**config.mk**
```make
export PLATFORM = sky130hd
export DESIGN_NAME = uart_tx_lite
export DESIGN_NICKNAME = d
export VERILOG_FILES = /design/src/hw/mem_mmio_pkg.sv /design/src/hw/uart_tx_lite.sv
export SDC_FILE = /design/constraint.sdc
export NUM_CORES = 1
export LEC_CHECK = 0
export BUFFER_PORTS_ARGS = -buffer_cell sky130_fd_sc_hd__buf_4
export CORE_MARGIN = 2
export CORE_UTILIZATION = 57
export DETAILED_ROUTE_END_ITERATION = 10
export PLACE_DENSITY = 0.8
export SYNTH_ARGS = -nofsm -noshare
export SYNTH_HDL_FRONTEND = slang
export SYNTH_SLANG_ARGS = --single-unit
```
**constraint.sdc**
```tcl
create_clock -name clk -period 2.4 [get_ports clk]
set_input_delay 0.24 -clock clk [delete_from_list [all_inputs] [get_ports clk]]
set_output_delay 0.24 -clock clk [all_outputs]
set_load 0.1 [all_outputs]
```
**src/hw/mem_mmio_pkg.sv**
```systemverilog
package mem_mmio_pkg;

  ////////////////////////////////////////////////////////////
  // bus widths
  ////////////////////////////////////////////////////////////
  localparam int data_w = 32;
  localparam int addr_w = 32;

  ////////////////////////////////////////////////////////////
  // ram sizing
  ////////////////////////////////////////////////////////////
  localparam int mem_kb     = 4;
  localparam int ram_addr_w = $clog2(mem_kb * 1024);  // byte address inside the ram
  localparam int ram_words  = (mem_kb * 1024) / 4;

  ////////////////////////////////////////////////////////////
  // memory mapped registers
  ////////////////////////////////////////////////////////////
  localparam logic [addr_w-1:0] mmio_print_addr  = 32'hA000_0000;  // write only, uart byte
  localparam logic [addr_w-1:0] mmio_status_addr = 32'hA000_0004;  // read only, uart busy
  localparam logic [addr_w-1:0] mmio_csr_addr    = 32'hA000_0008;  // write only, csr port

  // kept small so a whole frame fits in a short simulation
  localparam int clocks_per_baud = 8;

  ////////////////////////////////////////////////////////////
  // axi response codes
  ////////////////////////////////////////////////////////////
  localparam logic [1:0] resp_okay = 2'b00;

endpackage

```
**src/hw/uart_tx_lite.sv**
```systemverilog
`timescale 1ns/1ps

module uart_tx_lite (
  input  logic       clk,
  input  logic       rst,
  input  logic       wr,
  input  logic [7:0] data,
  output logic       tx,
  output logic       busy
);
  import mem_mmio_pkg::*;

  localparam int baud_w = $clog2(clocks_per_baud);

  logic [baud_w-1:0] baud_cnt;
  logic [3:0]        bit_cnt;   // 0 is the start bit, 9 the stop bit
  logic [8:0]        shreg;     // data bits then the stop bit
  logic              tx_q;
  logic              busy_q;
  logic              bit_end;

  assign bit_end = (baud_cnt == baud_w'(clocks_per_baud - 1));

  assign tx   = tx_q;
  assign busy = busy_q;

  ////////////////////////////////////////////////////////////
  // frame sequencer
  ////////////////////////////////////////////////////////////
  always_ff @(posedge clk) begin
    if (!rst) begin
      busy_q   <= 1'b0;
      tx_q     <= 1'b1;
      baud_cnt <= '0;
      bit_cnt  <= '0;
    end else if (!busy_q) begin
      if (wr) begin               // a write while busy is dropped
        busy_q   <= 1'b1;
        tx_q     <= 1'b0;         // start bit
        baud_cnt <= '0;
        bit_cnt  <= '0;
      end
    end else if (bit_end) begin
      baud_cnt <= '0;
      if (bit_cnt == 4'd9) begin
        busy_q <= 1'b0;
        tx_q   <= 1'b1;
      end else begin
        tx_q    <= shreg[0];
        bit_cnt <= bit_cnt + 4'd1;
      end
    end else begin
      baud_cnt <= baud_cnt + 1'b1;
    end
  end

  always_ff @(posedge clk) begin
    if (!busy_q && wr)
      shreg <= {1'b1, data};
    else if (busy_q && bit_end)
      shreg <= {1'b1, shreg[8:1]};  // lsb goes out first
  end

  a_idle_high: assert property (@(posedge clk) disable iff (!rst)
    !busy |-> tx)
    else $error("tx low while the transmitter is idle");

endmodule

```
==> run summary <==
status: complete, no violations
NumNets Final: 112
Tmin final: 1.694 ns
met3 wire length: 33 um
Setup Crit Path Kind: reg -> reg
die height: 41.54 um
Routed WL: 1424 um
critical path's largest stage delay: 0.61 ns
Via-to-Cell Ratio: 5.450
Post-synth EDFFs: 8
vias in the first global route: 585
layout cells sized above 1: 16.67%
diode count: 0
storage element area: 420.4 um2
async set-reset flop share out of synthesis: 0%
ANT nets after route: 0
Die X-Extent: 41.54 um
# rows: 13
Ports: 13
Main synth FF type: dfxtp_1
CP endpoint kind: register
Leak: 0.3863 nW
HP Class: in -> reg
DRT met1 WL: 699 um
Post-DP HPWL: 1071 um
CTS Buffer Depth: 2
Clock Skew: 0.001659 ns
Setup crit start kind: register
H-tree levels: 1
largest net degree at the start of global routing: 17
most frequent cells after synthesis: nand2_1, dfxtp_1, edfxtp_1
Netlist cell types: 26
CTS tree: yes
slew margin rel.: 63.32%
sequential share of the synthesized area: 52.34%
Skew-Pair Late Insertion Delay: 0.28 ns
initial DRC count: 31
Die ar.: 0.001726 mm2
P&R area growth vs syn: 14.33%
CP bufs+invs: 0
Hold Buf Count CTS: 0
total grt overflow: 0
wire per inst: 12.83 um
global-route wire length before repair: 2477 um
period utilization: 70.57%
multi-input logic area: 359.1 um2
crit path DAT: 1.66 ns
Met2 Wirelength: 686 um
core area: 0.001301 mm2
clock sink count: 17
Critical Path RT: 2.37 ns
# fillers: 105
leading post-synthesis cells by cell area: edfxtp_1, dfxtp_1, nand2_1
worst-margin pin slew: 0.5490 ns
flops & latches, synth: 17
1st-pass router iterations: 4
via count: 605
family with the most delay on the worst path: simple AND/OR/NAND/NOR gates
GRT Total Usage: 18.71%
Max Cap Viol: 0
effective utilization at floorplan: 61.73%
Final Slew Violations: 0
Layout Utilization: 70.58%
cells after synthesis: 84
area leader, netlist: edfxtp_1
Max VDD drop: 0.0003951 V
most common cell in the netlist: nand2_1
top-area cell type share of the netlist area: 29.91%
I/O Buffers: 12
final hold viol count: 0
postcts setup bufs: 0
initial antenna violation count: 0
Clock Tree Root: clkbuf_4
Crit-path slowest cell: dfxtp_1
Syn Nets: 99
RD Place Congestion: 0.7254
achievable clock frequency: 0.5904 GHz
Highest Signal Layer: met4
setup violators final: 0
post-CTS sizing: 0
Post-Syn Area: 803.3 um2
post-route setup TNS: 0 ns
Residual DRC: 0
Syn Area/Cell: 9.563 um2
pwr dens: 601.8 mW/mm2
Synth warnings: 0
total CTS buffers: 3
critical-path cell list: nand2b_1 > nand2_1
Clk pin slew, worst setup/hold paths: 0.10 ns
RSZ-0062 raised after global routing: no
Crit Path Max Fanout: 16
state kept, by name, summed over array words and instances, names as in the netlist:
name      flops
baud_cnt      3
shreg         8
bit_cnt       4
tx            1
busy          1
routing by layer:
layer	track usage (%)	vias to the layer above
met4	5.806	0
li1	-	314
met2	30.94	10
met1	25.43	279
met5	0	-
met3	2.609	2
worst reg2reg max path: cells and delay by family (launching register included):
family        cells  cell delay, ns
flops             1            0.61
simple gates      2            0.77
through the flow:
step                hold WS [ns]  total power, mW  std cells  setup slack [ns]  area [um2]
floorplan                 0.3950           0.3838         84            0.4626       803.3
global placement          0.4887           0.4044        107            0.7873       892.1
detailed placement        0.5030           0.4077        107            0.7261       892.1
CTS                       0.2090           0.5521        111            0.7128       918.4
global route              0.2168           0.5720        111            0.5129       918.4
finish                    0.2096           0.5526        111            0.7062       918.4
worst paths after layout:
| check | from | end | slack, ns | cells after the start |
|---|---|---|---|---|
| setup reg to reg | busy$_SDFF_PN0_ | shreg[3]$_DFFE_PP_ | 0.71 | 2 |
| setup / recovery | busy$_SDFF_PN0_ | shreg[3]$_DFFE_PP_ | 0.71 | 2 |
| hold / removal | data[7] | shreg[7]$_SDFFCE_PN1P_ | 0.21 | 2 |
| hold reg to reg | bit_cnt[2]$_SDFFE_PN0P_ | bit_cnt[2]$_SDFFE_PN0P_ | 0.51 | 2 |
cell families after synthesis:
group / count (synthesis) / share of synthesized area (%)
buffers and inverters: 5 / 2.959
flip-flops: 17 / 52.34
adder cells (fa/ha/maj): 4 / 6.231
AO/OA/AOI/OAI: 8 / 6.698
AND/OR/NAND/NOR: 48 / 29.28
multiplexers: 2 / 2.492
placed cells by master (no fill, tap or decap), drive strengths merged:
cell,count
a21boi,2
a21oi,1
a22oi,1
a31oi,1
and3b,1
buf,12
clkbuf,4
dfxtp,9
edfxtp,8
ha,4
inv,1
mux2i,2
nand2,23
nand2b,3
nand3,6
nand3b,3
nand4,2
nor2,4
nor2b,3
nor3b,1
o211ai,2
o21ai,1
or3,1
or3b,1
final cells by class:
cell class / count / share of cell area, %
multi-input combinational: 62 / 39.10
clock buffer: 4 / 2.861
timing repair buffer: 12 / 9.809
sequential: 17 / 45.78
tap: 15 / 2.044
inverter: 1 / 0.4087
power breakdown:
part,internal [mW],switching (mW),leakage (nW)
clock,0.0645,0.0872,0.0150
combinational,0.0260,0.0457,0.223
sequential,0.320,0.00914,0.149
Power figures use the tool's default switching activity.
