### src/hw/mem_mmio_pkg.sv
package mem_mmio_pkg;

  ////////////////////////////////////////////////////////////
  // bus widths
  ////////////////////////////////////////////////////////////
  localparam int data_w = 32;
  localparam int addr_w = 32;

  ////////////////////////////////////////////////////////////
  // ram sizing
  ////////////////////////////////////////////////////////////
  localparam int mem_kb     = 4;
  localparam int ram_addr_w = $clog2(mem_kb * 1024);  // byte address inside the ram
  localparam int ram_words  = (mem_kb * 1024) / 4;

  ////////////////////////////////////////////////////////////
  // memory mapped registers
  ////////////////////////////////////////////////////////////
  localparam logic [addr_w-1:0] mmio_print_addr  = 32'hA000_0000;  // write only, uart byte
  localparam logic [addr_w-1:0] mmio_status_addr = 32'hA000_0004;  // read only, uart busy
  localparam logic [addr_w-1:0] mmio_csr_addr    = 32'hA000_0008;  // write only, csr port

  // kept small so a whole frame fits in a short simulation
  localparam int clocks_per_baud = 8;

  ////////////////////////////////////////////////////////////
  // axi response codes
  ////////////////////////////////////////////////////////////
  localparam logic [1:0] resp_okay = 2'b00;

endpackage

### src/hw/mmio_ctrl.sv
`timescale 1ns/1ps

module mmio_ctrl (
  input  logic                           clk,
  input  logic                           rst,
  // external axi port
  input  logic [mem_mmio_pkg::addr_w-1:0] awaddr,
  input  logic                           awvalid,
  output logic                           awready,
  input  logic [mem_mmio_pkg::data_w-1:0] wdata,
  input  logic [mem_mmio_pkg::data_w/8-1:0] wstrb,
  input  logic                           wvalid,
  output logic                           wready,
  output logic [1:0]                     bresp,
  output logic                           bvalid,
  input  logic                           bready,
  input  logic [mem_mmio_pkg::addr_w-1:0] araddr,
  input  logic                           arvalid,
  output logic                           arready,
  output logic [mem_mmio_pkg::data_w-1:0] rdata,
  output logic [1:0]                     rresp,
  output logic                           rvalid,
  input  logic                           rready,
  // ram side
  output logic [mem_mmio_pkg::ram_addr_w-1:0] ram_awaddr,
  output logic                           ram_awvalid,
  input  logic                           ram_awready,
  output logic [mem_mmio_pkg::data_w-1:0] ram_wdata,
  output logic [mem_mmio_pkg::data_w/8-1:0] ram_wstrb,
  output logic                           ram_wvalid,
  input  logic                           ram_wready,
  input  logic                           ram_bvalid,
  output logic                           ram_bready,
  output logic [mem_mmio_pkg::ram_addr_w-1:0] ram_araddr,
  output logic                           ram_arvalid,
  input  logic                           ram_arready,
  input  logic [mem_mmio_pkg::data_w-1:0] ram_rdata,
  input  logic                           ram_rvalid,
  output logic                           ram_rready,
  // uart and csr
  output logic                           uart_wr,
  output logic [7:0]                     uart_data,
  input  logic                           uart_busy,
  output logic [7:0]                     csr
);
  import mem_mmio_pkg::*;

  logic aw_print, aw_csr, aw_mmio, ar_status;
  logic pend_print_q, pend_csr_q, w_pend;
  logic mmio_bvalid_q, mmio_rvalid_q;
  logic status_busy_q;
  logic ram_wr_open;
  logic mmio_aw_acc, mmio_w_acc, status_acc;
  logic [7:0] csr_q;

  ////////////////////////////////////////////////////////////
  // address decode
  ////////////////////////////////////////////////////////////
  assign aw_print  = (awaddr == mmio_print_addr);
  assign aw_csr    = (awaddr == mmio_csr_addr);
  assign aw_mmio   = aw_print || aw_csr;
  assign ar_status = (araddr == mmio_status_addr);

  assign w_pend = pend_print_q || pend_csr_q;  // an mmio aw is waiting for its data beat

  ////////////////////////////////////////////////////////////
  // write path
  ////////////////////////////////////////////////////////////
  // the ram only sees a write while no mmio write is in flight
  assign ram_wr_open = !w_pend && !mmio_bvalid_q;

  assign mmio_aw_acc = awvalid && aw_mmio && !w_pend && !mmio_bvalid_q && !ram_bvalid;
  assign mmio_w_acc  = wvalid && w_pend;

  assign ram_awaddr  = awaddr[ram_addr_w-1:0];  // upper bits dropped, so addresses alias
  assign ram_awvalid = awvalid && !aw_mmio && ram_wr_open;
  assign ram_wdata   = wdata;
  assign ram_wstrb   = wstrb;
  assign ram_wvalid  = wvalid && ram_wr_open && !(awvalid && aw_mmio);
  assign ram_bready  = bready;

  assign awready = mmio_aw_acc || ram_awready;
  assign wready  = mmio_w_acc || ram_wready;
  assign bvalid  = mmio_bvalid_q || ram_bvalid;
  assign bresp   = resp_okay;

  assign uart_wr   = mmio_w_acc && pend_print_q;
  assign uart_data = wdata[7:0];
  assign csr       = csr_q;

  ////////////////////////////////////////////////////////////
  // read path
  ////////////////////////////////////////////////////////////
  assign status_acc  = arvalid && ar_status && !mmio_rvalid_q && !ram_rvalid;
  assign ram_araddr  = araddr[ram_addr_w-1:0];
  assign ram_arvalid = arvalid && !ar_status && !mmio_rvalid_q;
  assign ram_rready  = rready;

  assign arready = status_acc || ram_arready;
  assign rvalid  = mmio_rvalid_q || ram_rvalid;
  assign rdata   = mmio_rvalid_q ? {{(data_w-1){1'b0}}, status_busy_q} : ram_rdata;
  assign rresp   = resp_okay;

  always_ff @(posedge clk) begin
    if (!rst) begin
      pend_print_q  <= 1'b0;
      pend_csr_q    <= 1'b0;
      mmio_bvalid_q <= 1'b0;
      mmio_rvalid_q <= 1'b0;
      csr_q         <= 8'h00;
    end else begin
      if (mmio_aw_acc) begin
        pend_print_q <= aw_print;
        pend_csr_q   <= aw_csr;
      end else if (mmio_w_acc) begin
        pend_print_q <= 1'b0;
        pend_csr_q   <= 1'b0;
      end

      if (mmio_w_acc && pend_csr_q)
        csr_q <= wdata[7:0];

      if (mmio_w_acc)
        mmio_bvalid_q <= 1'b1;
      else if (bready)
        mmio_bvalid_q <= 1'b0;

      if (status_acc)
        mmio_rvalid_q <= 1'b1;
      else if (rready)
        mmio_rvalid_q <= 1'b0;
    end
  end

  always_ff @(posedge clk) begin
    if (status_acc)
      status_busy_q <= uart_busy;  // held for the whole response
  end

  // a print byte only leaves with a data beat that the ram does not also take
  a_uart_wr_needs_wready: assert property (@(posedge clk) disable iff (!rst)
    uart_wr |-> wready && !ram_wready)
    else $error("uart_wr high without wready, or the ram took the same data beat");

  a_single_bvalid: assert property (@(posedge clk) disable iff (!rst)
    !(ram_bvalid && mmio_bvalid_q))
    else $error("ram and mmio write responses overlap");

endmodule

### config.mk
export PLATFORM = sky130hd
export DESIGN_NAME = mmio_ctrl
export DESIGN_NICKNAME = d
export VERILOG_FILES = /design/src/hw/mem_mmio_pkg.sv /design/src/hw/mmio_ctrl.sv
export SDC_FILE = /design/constraint.sdc
export NUM_CORES = 1
export LEC_CHECK = 0
export BUFFER_PORTS_ARGS = -buffer_cell sky130_fd_sc_hd__buf_4
export CAP_MARGIN = 25
export CORE_AREA = 2 2 104 106
export DETAILED_ROUTE_END_ITERATION = 8
export DIE_AREA = 0 0 106 108
export PLACE_DENSITY_LB_ADDON = 0.2
export SYNTH_ARGS = -nofsm -noshare
export SYNTH_HDL_FRONTEND = slang
export SYNTH_SLANG_ARGS = --single-unit
### constraint.sdc
create_clock -name clk -period 2.9 [get_ports clk]
set_input_delay 0.29 -clock clk [delete_from_list [all_inputs] [get_ports clk]]
set_output_delay 0.29 -clock clk [all_outputs]
set_load 0.01 [all_outputs]
==> impl_metrics.tcl <==
set metrics [dict create \
    htreeDepth 1 \
    cts_buffers 3 \
    cp_top_family "flip-flops" \
    max_freq_mhz 513 \
    drcViolationCount 0 \
    crit_arrival_ns 1.66 \
    cp_slowest_stage_delay_ns 0.75 \
    area_growth_pct 76.7 \
    die_h_um 108 \
    grt_max_degree 21 \
    max_cap_viol_count 0 \
    irDropWorstVdd_mv 0.116 \
    syn-cell-area_um2 1570 \
    holdCritPathClass "in -> reg" \
    synth-edff-count 1 \
    nNetsFinal 479 \
    overflow 0 \
    drtAntennaViolNets 0 \
    clock-skew-final_ns 0.000609 \
    grt_pass1_vias 1712 \
    ios 268 \
    num_vias 1767 \
    hold_buffers 0 \
    critPathRequiredTime_ns 2.61 \
    wl_per_cell_um 12.1 \
    clock-root-buffer "clkbuf_8" \
    synthCells 198 \
    yosys_warnings 0 \
    layout_commonest_cell "buf_4" \
    p_leak_nw 1.36 \
    outcome "finished, final reports clean" \
    coreArea_um2 10200 \
    crit_fanout 20 \
    finalWirelength_mm 5.69 \
    clk_latency_ns 0.24 \
    ys_top_cells_by_area "buf_4 36%, dfxtp_1 15%, nor2b_1 12%, nor4_2 4.8%, a21boi_1 4.3%" \
    fin_ws_ns 0.951 \
    netlist.area_leader.share 0.358 \
    slew_headroom 0.546 \
    first_iter_violations 24 \
    yosys_register_bits 13 \
    fin_crit_ns 1.95 \
    worst-path-buf-inv 1 \
    synth_ff_type "dfxtp_1" \
    die_area_um2 11400 \
    dieWidth_um 106 \
    grt_pass1_wl_mm 8.25 \
    tightest_slew_ns 0.680 \
    cts_setup_buffers 0 \
    cts_tree "built" \
    synth_top_area_cell "buf_4" \
    gr-usage-all-layers 0.0899 \
    hold_violations 0 \
    preCtsSetupSlack_ns 0.995 \
    path_class "reg -> out" \
    startpoint_type "register" \
    cts_max_path_buffers 2 \
    fin_setup_tns_ns 0 \
    hpwl_mm 5.07 \
    row_count 37 \
    setup_viol 0 \
    port_buffers 207 \
    worstSetupEndpointType "output port" \
    synthArstFlopShare 0 \
    mostFrequentLayoutCells "208 x buf_4, 31 x nor2b_1, 12 x dfxtp_1" \
    drv_slew 0 \
    first_pass_iters 3 \
    ctsResizeCount 0 \
    initial_core_util 0.154 \
    avgViaCountPerCell 3.77 \
    fill_cells 1097 \
    drive_gt1_frac 0.676 \
    cts.sinks 13 \
    path_cells "or2_4 -> nor4_4 -> or2_1 -> buf_4" \
    powerDensity_nw_per_um2 229 \
    rsz0062_at_grt "no" \
    ys_seq_area_frac 0.172 \
    period_share 0.672 \
    postSynthAreaPerCell_um2 7.94 \
    critPathSlowestCell "dfxtp_1" \
    yosysUniqueCellTypes 30 \
    antenna_found_initial 0 \
    path_clk_slew_ns 0.06 \
    place.gp.congestion 0.739 \
    diodes 0 \
]
path summary, 6_finish.rpt:
path / from / end / slack, ns / depth (start not counted)
max: mmio_rvalid_q / arready / 0.95 / 4
min: uart_busy / status_busy_q / 0.23 / 1
max reg2reg: mmio_rvalid_q / status_busy_q / 1.46 / 2
min reg2reg: csr[7] / csr[7] / 0.45 / 2
sequential cells by signal, summed over array words and instances, names as in the netlist:
register       cells
mmio_rvalid_q      1
pend_print_q       1
mmio_bvalid_q      1
pend_csr_q         1
csr                8
status_busy_q      1
per-layer routing:
layer | global-route usage | wire length (um) | up-vias
li1 | - | - | 855
met1 | 0.0939 | 1950 | 791
met2 | 0.178 | 3190 | 113
met3 | 0.0205 | 488 | 8
met4 | 0.0263 | 60 | 0
met5 | 0 | 0 | -
Yosys cell counts (3+ instances only):
master and number:
clkbuf_1 5, nor2_1 3, nand2_1 11, dfxtp_1 12, nand3_1 8, a21boi_1 9
nand4_1 4, nor4_2 6, nor4_1 6, buf_4 75, nor2b_1 31, nor4b_2 4
kinds of logic (layout without fill, tap and decap cells):
kind of cell / after synthesis / after routing / share of synthesized area
other cells: 1 / 4 / 0.00238
flops: 13 / 13 / 0.172
simple gates: 87 / 87 / 0.379
buf+inv: 82 / 214 / 0.375
mux: 1 / 1 / 0.00716
compound gates: 14 / 14 / 0.0652
metrics by stage:
| step | hold WS [ns] | util | power (mW) | std cells | instance area [um^2] |
|---|---|---|---|---|---|
| 2_1_floorplan | 0.389 | - | 0.342 | 201 | 1580 |
| 3_3_place_gp | 0.444 | 0.267 | 0.482 | 465 | 2730 |
| 3_5_place_dp | 0.447 | 0.267 | 0.483 | 465 | 2730 |
| 4_1_cts | 0.222 | 0.272 | 0.653 | 469 | 2780 |
| 5_1_grt | 0.217 | 0.272 | 0.680 | 469 | 2780 |
| 6_report | 0.228 | 0.272 | 0.638 | 469 | 2780 |
cell type report:
cell class	count	area (um^2)	area share
timing repair buffer	208	1560	0.562
multi-input combinational	106	724	0.261
sequential	13	270	0.0973
tap	136	170	0.0612
clock buffer	4	45.0	0.0162
inverter	2	7.51	0.00270
power breakdown:
group | switching, mW | internal, mW
Sequential | 0.0000000000211 | 0.181
Clock | 0.0652 | 0.0969
Combinational | 0.105 | 0.189
(Power assumes the default switching activity.)
